**src/bchDecCfg.svh**
```systemverilog
`ifndef BCH_DEC_CFG_SVH
`define BCH_DEC_CFG_SVH

// Bus widths
`define ADDRESS_WIDTH     32
`define DATA_WIDTH        32
`define LENGTH_WIDTH      16

// Stage identity and the opcode it decodes
`define THIS_ID           2
`define DECODE_OPCODE     6'h2a

// Queue depths, powers of two
`define CMD_QUEUE_DEPTH   4
`define DATA_QUEUE_DEPTH  16

`endif
```
**src/bchDataPkg.sv**
```systemverilog
`default_nettype none

`include "bchDecCfg.svh"

package bchDataPkg;

    typedef logic [`DATA_WIDTH - 1:0] dataWordT;

    // Word plus last flag, as stored in the output data queue
    typedef struct packed {
        dataWordT data;
        logic     last;
    } queuedDataT;

endpackage

`default_nettype wire

```
**src/bchCmdPkg.sv**
```systemverilog
`default_nettype none

`include "bchDecCfg.svh"

package bchCmdPkg;

    typedef logic [5:0]                  opcodeT;
    typedef logic [4:0]                  idT;
    typedef logic [`ADDRESS_WIDTH - 1:0] addressT;
    typedef logic [`LENGTH_WIDTH - 1:0]  lengthT;

    typedef enum logic [1:0] {
        CmdBypass = 2'd0,
        CmdDecode = 2'd1
    } cmdTypeT;

    // Command as it sits in the queue and travels between blocks
    typedef struct packed {
        cmdTypeT cmdType;
        opcodeT  opcode;
        idT      targetId;
        idT      sourceId;
        addressT address;
        lengthT  length;
    } queuedCmdT;

endpackage

`default_nettype wire

```
**src/bchDecoderControl.sv**
```systemverilog
`timescale 1ns/1ps
`default_nettype none

`include "bchDecCfg.svh"

module bchDecoderControl
    import bchCmdPkg::*;
    import bchDataPkg::*;
(
    input  wire logic     iClock,
    input  wire logic     reset,
    input  wire opcodeT   srcOpcode,
    input  wire idT       srcTargetId,
    input  wire idT       srcSourceId,
    input  wire addressT  srcAddress,
    input  wire lengthT   srcLength,
    input  wire logic     srcCmdValid,
    output logic          srcCmdReady,
    input  wire dataWordT srcWriteData,
    input  wire logic     srcWriteValid,
    input  wire logic     srcWriteLast,
    output logic          srcWriteReady,
    output opcodeT        dstOpcode,
    output idT            dstTargetId,
    output idT            dstSourceId,
    output addressT       dstAddress,
    output lengthT        dstLength,
    output logic          dstCmdValid,
    input  wire logic     dstCmdReady,
    output dataWordT      dstWriteData,
    output logic          dstWriteValid,
    output logic          dstWriteLast,
    input  wire logic     dstWriteReady,
    output logic          errorDetectionEnd,
    output logic          decodeNeeded
);

    queuedCmdT  queuedCmd;
    logic       queuedCmdValid;
    logic       queuedCmdReady;
    queuedCmdT  cmd;
    logic       cmdValid;
    logic       cmdReady;
    dataWordT   bypassData;
    logic       bypassLast;
    logic       bypassValid;
    logic       bypassReady;
    dataWordT   decData;
    logic       decValid;
    logic       decReady;
    logic       decInLast;
    dataWordT   checkedData;
    logic       checkedLast;
    logic       checkedValid;
    logic       checkedReady;
    queuedDataT bufferedData;
    logic       bufferedValid;
    logic       bufferedReady;
    logic       queueFull;
    logic       queueEmpty;
    logic       queuePop;
    queuedDataT queueHead;
    queuedDataT outWord;

    bchCommandReception cmdReception (
        .iClock, .reset,
        .srcOpcode, .srcTargetId, .srcSourceId, .srcAddress, .srcLength,
        .srcCmdValid, .srcCmdReady,
        .queuedCmd, .queuedCmdValid, .queuedCmdReady
    );

    bchInputControl inputControl (
        .iClock, .reset,
        .queuedCmd, .queuedCmdValid, .queuedCmdReady,
        .cmd, .cmdValid, .cmdReady,
        .srcWriteData, .srcWriteValid, .srcWriteLast, .srcWriteReady,
        .bypassData, .bypassLast, .bypassValid, .bypassReady,
        .decData, .decValid, .decReady, .decInLast
    );

    bchChunkChecker chunkChecker (
        .iClock, .reset,
        .decData, .decValid,
        .srcLast (srcWriteLast), // Marks the check word
        .decReady, .decInLast,
        .checkedData, .checkedLast, .checkedValid, .checkedReady,
        .errorDetectionEnd, .decodeNeeded
    );

    bchOutputControl outputControl (
        .iClock, .reset,
        .cmd, .cmdValid, .cmdReady,
        .dstOpcode, .dstTargetId, .dstSourceId, .dstAddress, .dstLength,
        .dstCmdValid, .dstCmdReady,
        .bypassData, .bypassLast, .bypassValid, .bypassReady,
        .checkedData, .checkedLast, .checkedValid, .checkedReady,
        .bufferedData, .bufferedValid, .bufferedReady
    );

    assign bufferedReady = !queueFull;

    syncFifo #(
        .payloadT (queuedDataT),
        .DEPTH    (`DATA_QUEUE_DEPTH)
    ) dataQueue (
        .iClock   (iClock),
        .reset    (reset),
        .pushData (bufferedData),
        .push     (bufferedValid),
        .full     (queueFull),
        .popData  (queueHead),
        .pop      (queuePop),
        .empty    (queueEmpty)
    );

    // Refill the output word when empty or taken
    assign queuePop = !queueEmpty && (!dstWriteValid || dstWriteReady);

    always_ff @(posedge iClock) begin
        if (queuePop) outWord <= queueHead;
    end

    always_ff @(posedge iClock) begin
        if (reset) begin
            dstWriteValid <= 1'b0;
        end else if (queuePop) begin
            dstWriteValid <= 1'b1;
        end else if (dstWriteReady) begin
            dstWriteValid <= 1'b0;
        end
    end

    assign dstWriteData = outWord.data;
    assign dstWriteLast = outWord.last;

endmodule

`default_nettype wire

```
**src/bchOutputControl.sv**
```systemverilog
`timescale 1ns/1ps
`default_nettype none

module bchOutputControl
    import bchCmdPkg::*;
    import bchDataPkg::*;
(
    input  wire logic      iClock,
    input  wire logic      reset,
    input  wire queuedCmdT cmd,
    input  wire logic      cmdValid,
    output logic           cmdReady,
    output opcodeT         dstOpcode,
    output idT             dstTargetId,
    output idT             dstSourceId,
    output addressT        dstAddress,
    output lengthT         dstLength,
    output logic           dstCmdValid,
    input  wire logic      dstCmdReady,
    input  wire dataWordT  bypassData,
    input  wire logic      bypassLast,
    input  wire logic      bypassValid,
    output logic           bypassReady,
    input  wire dataWordT  checkedData,
    input  wire logic      checkedLast,
    input  wire logic      checkedValid,
    output logic           checkedReady,
    output queuedDataT     bufferedData,
    output logic           bufferedValid,
    input  wire logic      bufferedReady
);

    typedef enum logic [1:0] {
        StIdle,
        StCmd,
        StData
    } stateT;

    stateT     state;
    queuedCmdT cmdReg;
    logic      fromDecoder;
    logic      inData;

    assign fromDecoder = cmdReg.cmdType == CmdDecode;
    assign inData      = state == StData;

    assign cmdReady    = state == StIdle;
    assign dstOpcode   = cmdReg.opcode;
    assign dstTargetId = cmdReg.targetId;
    assign dstSourceId = cmdReg.sourceId;
    assign dstAddress  = cmdReg.address;
    assign dstLength   = cmdReg.length;
    assign dstCmdValid = state == StCmd;

    // Data mux by command type
    assign bufferedData.data = fromDecoder ? checkedData : bypassData;
    assign bufferedData.last = fromDecoder ? checkedLast : bypassLast;
    assign bufferedValid     = inData && (fromDecoder ? checkedValid : bypassValid);
    assign bypassReady       = inData && !fromDecoder && bufferedReady;
    assign checkedReady      = inData && fromDecoder && bufferedReady;

    always_ff @(posedge iClock) begin
        if (cmdValid && cmdReady) begin
            cmdReg <= cmd;
        end
    end

    always_ff @(posedge iClock) begin
        if (reset) begin
            state <= StIdle;
        end else begin
            case (state)
                StIdle: if (cmdValid) state <= StCmd;
                StCmd:  if (dstCmdReady) state <= StData;
                StData: begin
                    if (bufferedValid && bufferedReady && bufferedData.last) begin
                        state <= StIdle;
                    end
                end
                default: state <= StIdle;
            endcase
        end
    end

endmodule

`default_nettype wire

```
**src/bchChunkChecker.sv**
```systemverilog
`timescale 1ns/1ps
`default_nettype none

module bchChunkChecker
    import bchDataPkg::*;
(
    input  wire logic     iClock,
    input  wire logic     reset,
    input  wire dataWordT decData,
    input  wire logic     decValid,
    input  wire logic     srcLast,
    output logic          decReady,
    output logic          decInLast,
    output dataWordT      checkedData,
    output logic          checkedLast,
    output logic          checkedValid,
    input  wire logic     checkedReady,
    output logic          errorDetectionEnd,
    output logic          decodeNeeded
);

    dataWordT holdData;
    logic     holdValid;
    dataWordT syndrome;
    logic     outFree;
    logic     acceptIn;

    assign outFree   = !checkedValid || checkedReady;
    assign decReady  = !holdValid || outFree;
    assign acceptIn  = decValid && decReady;
    assign decInLast = decValid && srcLast; // Incoming word is the check word

    always_ff @(posedge iClock) begin
        if (acceptIn) begin
            if (holdValid) checkedData <= holdData;
            if (!srcLast) holdData <= decData;
        end
    end

    always_ff @(posedge iClock) begin
        if (reset) begin
            holdValid         <= 1'b0;
            checkedValid      <= 1'b0;
            checkedLast       <= 1'b0;
            syndrome          <= '0;
            errorDetectionEnd <= 1'b0;
            decodeNeeded      <= 1'b0;
        end else begin
            errorDetectionEnd <= 1'b0;
            if (checkedValid && checkedReady) checkedValid <= 1'b0;
            if (acceptIn) begin
                if (holdValid) begin
                    checkedValid <= 1'b1;
                    checkedLast  <= srcLast; // Last payload word goes out with the check
                end
                if (srcLast) begin
                    holdValid         <= 1'b0;
                    syndrome          <= '0;
                    errorDetectionEnd <= 1'b1;
                    decodeNeeded      <= syndrome != decData;
                end else begin
                    holdValid <= 1'b1;
                    syndrome  <= syndrome ^ decData;
                end
            end
        end
    end

endmodule

`default_nettype wire

```
**src/bchInputControl.sv**
```systemverilog
`timescale 1ns/1ps
`default_nettype none

module bchInputControl
    import bchCmdPkg::*;
    import bchDataPkg::*;
(
    input  wire logic      iClock,
    input  wire logic      reset,
    input  wire queuedCmdT queuedCmd,
    input  wire logic      queuedCmdValid,
    output logic           queuedCmdReady,
    output queuedCmdT      cmd,
    output logic           cmdValid,
    input  wire logic      cmdReady,
    input  wire dataWordT  srcWriteData,
    input  wire logic      srcWriteValid,
    input  wire logic      srcWriteLast,
    output logic           srcWriteReady,
    output dataWordT       bypassData,
    output logic           bypassLast,
    output logic           bypassValid,
    input  wire logic      bypassReady,
    output dataWordT       decData,
    output logic           decValid,
    input  wire logic      decReady,
    input  wire logic      decInLast
);

    typedef enum logic [1:0] {
        StIdle,
        StIssue,
        StData
    } stateT;

    stateT     state;
    queuedCmdT cmdReg;
    logic      toDecoder;
    logic      wordTaken;
    logic      pathLast;

    assign toDecoder = cmdReg.cmdType == CmdDecode;

    assign queuedCmdReady = state == StIdle;
    assign cmd            = cmdReg;
    assign cmdValid       = state == StIssue;

    // Steer source words to the selected path only
    assign bypassData  = srcWriteData;
    assign bypassLast  = srcWriteLast;
    assign bypassValid = (state == StData) && !toDecoder && srcWriteValid;
    assign decData     = srcWriteData;
    assign decValid    = (state == StData) && toDecoder && srcWriteValid;

    assign srcWriteReady = (state == StData) && (toDecoder ? decReady : bypassReady);
    assign wordTaken     = srcWriteValid && srcWriteReady;
    assign pathLast      = toDecoder ? decInLast : srcWriteLast;

    always_ff @(posedge iClock) begin
        if (queuedCmdValid && queuedCmdReady) begin
            cmdReg <= queuedCmd;
            if (queuedCmd.cmdType == CmdDecode) begin
                cmdReg.length <= queuedCmd.length - lengthT'(1); // Check word is stripped
            end
        end
    end

    always_ff @(posedge iClock) begin
        if (reset) begin
            state <= StIdle;
        end else begin
            case (state)
                StIdle:  if (queuedCmdValid) state <= StIssue;
                StIssue: if (cmdReady) state <= StData;
                StData:  if (wordTaken && pathLast) state <= StIdle;
                default: state <= StIdle;
            endcase
        end
    end

endmodule

`default_nettype wire

```
**src/bchCommandReception.sv**
```systemverilog
`timescale 1ns/1ps
`default_nettype none

`include "bchDecCfg.svh"

module bchCommandReception
    import bchCmdPkg::*;
(
    input  wire logic    iClock,
    input  wire logic    reset,
    input  wire opcodeT  srcOpcode,
    input  wire idT      srcTargetId,
    input  wire idT      srcSourceId,
    input  wire addressT srcAddress,
    input  wire lengthT  srcLength,
    input  wire logic    srcCmdValid,
    output logic         srcCmdReady,
    output queuedCmdT    queuedCmd,
    output logic         queuedCmdValid,
    input  wire logic    queuedCmdReady
);

    queuedCmdT pushCmd;
    logic      queueFull;
    logic      queueEmpty;
    logic      isDecode;

    assign isDecode = (srcTargetId == idT'(`THIS_ID)) && (srcOpcode == `DECODE_OPCODE);

    always_comb begin
        pushCmd.cmdType  = isDecode ? CmdDecode : CmdBypass;
        pushCmd.opcode   = srcOpcode;
        pushCmd.targetId = srcTargetId;
        pushCmd.sourceId = srcSourceId;
        pushCmd.address  = srcAddress;
        pushCmd.length   = srcLength;
    end

    assign srcCmdReady    = !queueFull;
    assign queuedCmdValid = !queueEmpty;

    syncFifo #(
        .payloadT (queuedCmdT),
        .DEPTH    (`CMD_QUEUE_DEPTH)
    ) cmdQueue (
        .iClock   (iClock),
        .reset    (reset),
        .pushData (pushCmd),
        .push     (srcCmdValid), // Ignored while full
        .full     (queueFull),
        .popData  (queuedCmd),
        .pop      (queuedCmdReady),
        .empty    (queueEmpty)
    );

endmodule

`default_nettype wire

```
**src/syncFifo.sv**
```systemverilog
`timescale 1ns/1ps
`default_nettype none

module syncFifo #(
    parameter type payloadT = logic [7:0],
    parameter int  DEPTH    = 4
) (
    input  wire logic    iClock,
    input  wire logic    reset,
    input  wire payloadT pushData,
    input  wire logic    push,
    output logic         full,
    output payloadT      popData,
    input  wire logic    pop,
    output logic         empty
);

    localparam int ptrWidth = $clog2(DEPTH) + 1; // Extra wrap bit

    payloadT               mem [DEPTH];
    logic [ptrWidth - 1:0] wrPtr;
    logic [ptrWidth - 1:0] rdPtr;
    logic                  doPush;
    logic                  doPop;

    assign doPush = push && !full;
    assign doPop  = pop && !empty;

    assign empty   = wrPtr == rdPtr;
    assign full    = (wrPtr - rdPtr) == ptrWidth'(DEPTH);
    assign popData = mem[rdPtr % DEPTH]; // Head word is always visible

    always_ff @(posedge iClock) begin
        if (doPush) begin
            mem[wrPtr % DEPTH] <= pushData;
        end
    end

    always_ff @(posedge iClock) begin
        if (reset) begin
            wrPtr <= '0;
            rdPtr <= '0;
        end else begin
            if (doPush) begin
                wrPtr <= wrPtr + 1'b1;
            end
            if (doPop) begin
                rdPtr <= rdPtr + 1'b1;
            end
        end
    end

endmodule

`default_nettype wire

```
**config.mk**
```make
export PLATFORM = sky130hd
export DESIGN_NAME = bchDecoderControl
export DESIGN_NICKNAME = d
export VERILOG_FILES = /design/src/bchDataPkg.sv /design/src/bchCmdPkg.sv /design/src/bchDecoderControl.sv /design/src/bchOutputControl.sv /design/src/bchChunkChecker.sv /design/src/bchInputControl.sv /design/src/bchCommandReception.sv /design/src/syncFifo.sv
export VERILOG_INCLUDE_DIRS = /design/src
export SDC_FILE = /design/constraint.sdc
export NUM_CORES = 1
export LEC_CHECK = 0
export BUFFER_PORTS_ARGS = -buffer_cell sky130_fd_sc_hd__buf_2
export CORE_MARGIN = 5
export CORE_UTILIZATION = 47
export DETAILED_ROUTE_END_ITERATION = 7
export PLACE_DENSITY = 0.61
export SYNTH_ARGS = -nofsm -noshare
export SYNTH_HDL_FRONTEND = slang
export SYNTH_SLANG_ARGS = --single-unit
```
**constraint.sdc**
```tcl
create_clock -name iClock -period 8.3 [get_ports iClock]
set_input_delay 0.83 -clock iClock [delete_from_list [all_inputs] [get_ports iClock]]
set_output_delay 0.83 -clock iClock [all_outputs]
set_load 0.005 [all_outputs]
```
* Word level (Yosys, flattened, before mapping)
Memories as Yosys holds them, arrays and structs flattened. A register that Yosys moved wholly into a read port is not among the register bits.
Index checks and enable logic that the tools add are counted.
** Storage, ports and cells
- Register bits after elaboration :: 254
- Bits in latches :: 0
- RAM bits :: 788
- Bits in read-only memories :: 0
- Input bits :: 103
- Output and inout bits :: 103
- Logic and storage cells :: 132
- Memories :: 2
** Memories
- dataQueue.mem :: words 16, bits a word 33, read ports 1, clocked after Yosys merged registers in 1, wr ports 1, RTL line syncFifo.sv:20 : payloadT mem [DEPTH];
- cmdReception.cmdQueue.mem :: words 4, bits a word 65, read ports 1, clocked after Yosys merged registers in 1, wr ports 1, RTL line syncFifo.sv:20
** Operators by class
- Add/sub/neg operators :: 7
- $mul :: 0
- Div/mod/pow operators :: 0
- $lt $le $gt $ge :: 0
- Equal/unequal tests :: 20
- Shift-type cells :: 0
- Muxes and demuxes :: 29
- Bitwise logic cells :: 3
- Reduce and logical (&&, ||, !) cells :: 44
** Operator list (count)
- $mux 32 :: 2
- $ne 32x32->1 :: 1
- $xor 32x32->32 :: 1
- $logic_and 1x1->1 :: 23
- $mux 1 :: 16
- $mux 16 :: 1
- $mux 2 :: 8
- $sub 16x1->16 const B :: 1
- $pmux 2 s3 :: 2
- $add 5x1->5 const B :: 2
- $eq 2x1->1 const B :: 5
- $logic_not 1->1 :: 9
- $ne 2x2->1 const B :: 4
- $add 3x1->3 const B :: 2
- $eq 6x6->1 const B :: 1
- $reduce_and 2->1 :: 3
- $reduce_and 3->1 :: 2
- $eq 5x2->1 const B :: 1
- $eq 5x5->1 :: 1
- $eq 5x5->1 const B :: 1
- $sub 5x5->5 :: 1
- $eq 2x2->1 const B :: 2
- $logic_not 2->1 :: 2
- $ne 2x1->1 const B :: 2
- other kinds (7) :: 10

* Longest topological paths before layout
- Depth in word-level cells :: 12
- Depth in mapped cells :: 13
- Gate-level depth less buffers :: 8

* Modules after synthesis
Synthesis repeated with hierarchy kept, for this count alone.
** Unflattened totals
- Cells, all modules :: 1991
- Area total of the unflattened synthesis :: 42076.6 µm²
** By module, submodules not included
- syncFifo at dataQueue :: times used 1, cells each 832, area each 20681.1 µm²
- syncFifo at cmdReception.cmdQueue :: times used 1, cells each 394, area each 9968.3 µm²
- bchChunkChecker :: times used 1, cells each 338, area each 4187.8 µm²
- bchOutputControl :: times used 1, cells each 188, area each 3206.8 µm²
- bchInputControl :: times used 1, cells each 194, area each 2931.6 µm²
- bchDecoderControl :: times used 1, cells each 38, area each 1051.0 µm²
- bchCommandReception :: times used 1, cells each 7, area each 50.0 µm²

* Worst setup path before layout
Ideal clock, no wire load.
- Kind :: flip-flop to flip-flop
- Start :: register cmdReception.cmdQueue.rdPtr[1]
- End :: register cmdReception.cmdQueue.rdPtr[2]
- Setup time :: 0.128 ns
- Arrival :: 6.938 ns
- Data required time :: 8.172 ns
- Slack :: 1.234 ns
- Stages on the path, launching flop included :: 7
- Buffers on the path :: 0
- Period minus slack after synthesis :: 7.066 ns
- Path through :: dfxtp_1 > inv_1 > ha_1 > a311oi_1 > nand2_1 > xor2_1 > nor2_1
** Between the ends
- Word-level cells in the longest chain between the ends :: 3
- Elaborated cells between the ends (all ways) :: 4
** RTL lines
- start: declaration :: RTL line syncFifo.sv:22 : logic [ptrWidth - 1:0] rdPtr;
- start signal: assignment :: RTL line syncFifo.sv:48 : rdPtr <= rdPtr + 1'b1;
- $eq 3x3->1 :: RTL line syncFifo.sv:29 : assign empty = wrPtr == rdPtr;
- $logic_not 1->1 :: RTL line syncFifo.sv:27 : assign doPop = pop && !empty;
- $logic_and 1x1->1 :: RTL line syncFifo.sv:27
- named net cmdReception.cmdQueue.doPop :: RTL line syncFifo.sv:24 : logic doPop;
The timed path passes the listed nets, and every way through them passes these cells.
A chain may end at the register's enable or synchronous reset.

* Worst setup path after layout
- Start :: register dataQueue.rdPtr[2]
- End :: memory dataQueue.mem[2][14] (netlist name), enable pin
** Between the ends
- Word-level cells in the longest chain between the ends :: 6
** RTL lines
- start: declaration :: RTL line syncFifo.sv:22
- start signal: assignment :: RTL line syncFifo.sv:48
- $sub 5x5->5 :: RTL line syncFifo.sv:30 : assign full = (wrPtr - rdPtr) == ptrWidth'(DEPTH);
- $eq 5x5->1 :: RTL line syncFifo.sv:30
- $logic_not 1->1 :: RTL line syncFifo.sv:26 : assign doPush = push && !full;
- $logic_and 1x1->1 :: RTL line syncFifo.sv:26
- $mux 1 :: RTL line syncFifo.sv:34 : if (doPush) begin
- $mux 1 (implied by the code) :: RTL line syncFifo.sv:35 : mem[wrPtr % DEPTH] <= pushData;
- end: declaration :: RTL line syncFifo.sv:20
No other way between the ends.

==> results.py <==
metrics = {
    "placed_design": {
        "post-place-cells": 3138,
        "hpwlAfterDp_um": 49300,
        "io_buffer_count": 205,
        "place_congestion": 0.759,
    },
    "cts": {
        "post_cts_setup_inserts": 0,
        "clk_pin_slew_ps": 60,
        "hold_fix_buffers_cts": 0,
        "clockBufferDepth": 3,
        "ctsHtreeMaxLevel": 3,
        "cts_buffers": 108,
        "post_cts_resized": 0,
        "tritoncts_num_sinks": 1075,
        "root_buf_cell": "clkbuf_16",
        "cts_tree": "built",
        "clk_latency_ps": 690,
    },
    "worst_setup_path": {
        "timing_worst_setup_path_type": "register to register",
        "worst-r2r-setup-slack_ps": 3310,
        "cp-start-kind": "register",
        "timing.rr.start": "dataQueue.rdPtr[2]",
        "regToRegEndpoint": "dataQueue.mem[2][14]",
        "timing.critical_path.slowest_cell_delay_ps": 1130,
        "critical_path_buf_inv_count": 1,
        "cp_cell_sequence": "inv_1, ha_1, a21oi_1, a21boi_0, o2111ai_1, o31ai_2, nor2b_1, and3_2",
        "critPathSlowestCell": "and3_2",
        "critical_path_s_top_delay_family": "simple AND/OR/NAND/NOR gates",
        "critical_path_required_ps": 8580,
        "cp.arrival_ps": 5270,
        "worst_r2r_path_depth": 8,
        "worst_setup_path_end_kind": "register",
        "worst-path-max-fanout": 36,
    },
    "synthesis": {
        "yosysWarnings": 0,
        "synth_top_cell_by_area": "edfxtp_1",
        "main_area_contributors_after_synthesis": "edfxtp_1 76%, mux4_2 13%, dfxtp_1 3.0%",
        "post_synth_mux_area_share_pct": 13.9,
        "syn_area_sq_um": 40300,
        "syn_inst": 1849,
        "yosysSeqAreaShare_pct": 78.7,
        "synth_top_area_share_pct": 75.7,
        "synthArstFlopShare_pct": 0,
        "syn_avg_cell_area_sq_um": 21.8,
        "synth_cell_type_count": 61,
        "post_synth_fa_ha_maj_area_fraction_pct": 0.528,
        "syn_nets": 1969,
        "largest_family_of_logic_cells_by_synthesized_area": "multiplexers",
        "synth-main-ff-cell": "edfxtp_1",
        "synth-compound-area-share_pct": 1.72,
        "yosys.area_share.xor_xnor_pct": 1.30,
        "synth-seq-cells": 1075,
        "yosys.area_share.simple_pct": 2.61,
        "synth_edf_count": 1015,
    },
    "floorplan": {
        "die_y_um": 303,
        "dieArea_sq_um": 91600,
        "ioPinCount": 206,
        "die_width_um": 303,
        "core.rowCount": 107,
        "initial_core_util_pct": 47.3,
        "fp.coreArea_sq_um": 85100,
    },
    "finish": {
        "drive_gt1_share_pct": 30.6,
        "n_fill_cell": 6537,
        "nNetsFinal": 2224,
        "flow.area_growth_from_synthesis_pct": 14.4,
        "regArea_sq_um": 31700,
        "final_cell_count_no_fill": 3352,
        "multi_input_comb_area_sq_um": 8170,
    },
    "timing": {
        "final_min_period_over_clock_period_pct": 60.2,
        "unrepaired_setup_endpoints_after_global_routing": "false",
        "final-setup-viol-count": 0,
        "setup-tns-final_ps": 0,
        "max_freq_mhz": 200,
        "drv_slew": 0,
        "clock-skew-final_ps": 34.5,
        "final.min_clock_period_ps": 4990,
        "finalHoldViolCount": 0,
        "worst_pin_slew_ps": 1230,
        "worst_slew_margin_rel_pct": 17.7,
    },
    "min_path": {
        "hold_path_startpoint": "srcAddress[21]",
        "worst_hold_path.num_cells": 1,
        "hold_end": "cmdReception.cmdQueue.mem[3][37]",
        "hold_path_class": "input port to register",
    },
    "grt": {
        "gr_ovfl_total": 0,
        "first_global_vias": 19400,
        "grt_start_max_net_pins": 74,
        "antenna_found_initial": 23,
        "track_usage_pct": 18.5,
        "first_pass_grt_wire_length_um": 126000,
    },
    "routing": {
        "routed_wire_length_per_instance_um": 25.1,
        "drt.antenna.violating_nets": 0,
        "dr_total_vias": 18600,
        "firstDrtPassIters": 7,
        "drt-vias-per-instance": 5.56,
        "post-route-drc-count": 0,
        "route.final.wire_length_um": 84300,
        "detail_route.iter0.violations": 1445,
    },
    "power_and_ir_drop": {
        "p_total_uw": 13300,
        "cellPowerDensity_nw_per_um2": 288,
        "vdd_drop_max_v": 0.000265,
        "leakage_power_total_uw": 0.0146,
    },
    "outcome": {
        "outcome": "complete, no violations",
    },
    "job": {
        "maxCapViolCount": 0,
    },
}
## per-layer routing
metal  global-route usage (%)  part of all wire [%]  vias up
li1                         -                     -     8160
met3                     4.51                   7.0      127
met5                        0                  0.14        -
met1                     25.2                    41     9816
met4                     4.80                   2.2       14
met2                     30.4                    49      522
## worst register-to-register path, stage by stage (launching register included)
cell and delay (ps):
dfxtp_2 1110, inv_1 240, ha_1 430, a21oi_1 230, a21boi_0 170, o2111ai_1 300
o31ai_2 200, nor2b_1 760, and3_2 1130
## logic make-up (layout without fill, tap and decap cells)
kind of cell,Yosys count,count (layout)
flip-flops,1075,1075
AND/OR/NAND/NOR,200,200
other,0,15
buffers and inverters,128,472
AO/OA/AOI/OAI,102,102
multiplexers,268,268
adder cells (fa/ha/maj),17,17
XOR/XNOR,59,59
## layout make-up
class	count	area share (%)
multi-input cells	646	17.7
inverters	46	0.375
clock inverters	67	1.21
flip-flops and latches	1075	68.8
diodes	15	0.0815
well taps	1144	3.11
clock buffers	132	6.13
repair buffers	227	2.58
## per-stage QoR
step | hold WS [ps] | instance area, sq um | setup slack [ps] | util [%]
CTS | 310 | 46000 | 3320 | 54.1
detailed placement | 405 | 42700 | 3350 | 50.1
floorplan | 400 | 40300 | 1230 | -
finish | 352 | 46100 | 3310 | 54.1
global route | 325 | 46000 | 3010 | 54.1
global placement | 401 | 42700 | 3590 | 50.1
## synthesized netlist by cell type (27+ instances only)
cell      count
inv_1        45
nand3_1      34
o32ai_1      31
xnor2_1      47
edfxtp_1   1015
nor2_1       57
mux4_2      226
mux2_2       34
dfxtp_1      60
a21oi_1      47
clkbuf_1     55
nand2_1      27
## placed cells by master (no fill, tap or decap), drive strengths merged, types with 17 or more instances in the layout
cell type  instances
o32ai             31
nand2             28
edfxtp          1015
clkbuf           132
dfxtp             60
a21oi             47
mux2              34
clkinv            58
buf              227
inv               48
nand3             35
ha                17
nor2              57
xnor2             48
and3              17
mux4             229
## worst max path at each step
stage	to	startpoint	slack (ps)	cells after the start
after floorplan	cmdReception.cmdQueue.rdPtr[2]	cmdReception.cmdQueue.rdPtr[1]	1230	6
after global placement	dataQueue.mem[2][10]	dataQueue.rdPtr[2]	3590	8
after detailed placement	dataQueue.mem[2][11]	dataQueue.rdPtr[2]	3350	8
after CTS	dataQueue.mem[2][14]	dataQueue.rdPtr[2]	3320	8
after global routing	dataQueue.mem[2][13]	dataQueue.rdPtr[2]	3010	8
final	dataQueue.mem[2][14]	dataQueue.rdPtr[2]	3310	8
## report_power, final
part	total [uW]	internal [uW]	switching [uW]	leakage (uW)
registers	6980	6760	223	0.00971
logic	1720	704	1020	0.00324
clock network	4590	2580	2010	0.00164
total	13300	10000	3250	0.0146
## registers in the layout (all words and copies together), names as in the netlist, 2 cells and up, named ones only
signal and flops:
chunkChecker.checkedData 32, chunkChecker.holdData 32, chunkChecker.syndrome 32, cmdReception.cmdQueue.mem 260, cmdReception.cmdQueue.rdPtr 3, cmdReception.cmdQueue.wrPtr 3, dataQueue.mem 528, dataQueue.rdPtr 5
dataQueue.wrPtr 5, dstWriteData 32, inputControl.cmd 65, inputControl.state 2, outputControl.dstAddress 32, outputControl.dstLength 16, outputControl.dstOpcode 6, outputControl.dstSourceId 5
outputControl.dstTargetId 5, outputControl.state 2
Note: power is estimated with default switching activity, not from simulation.
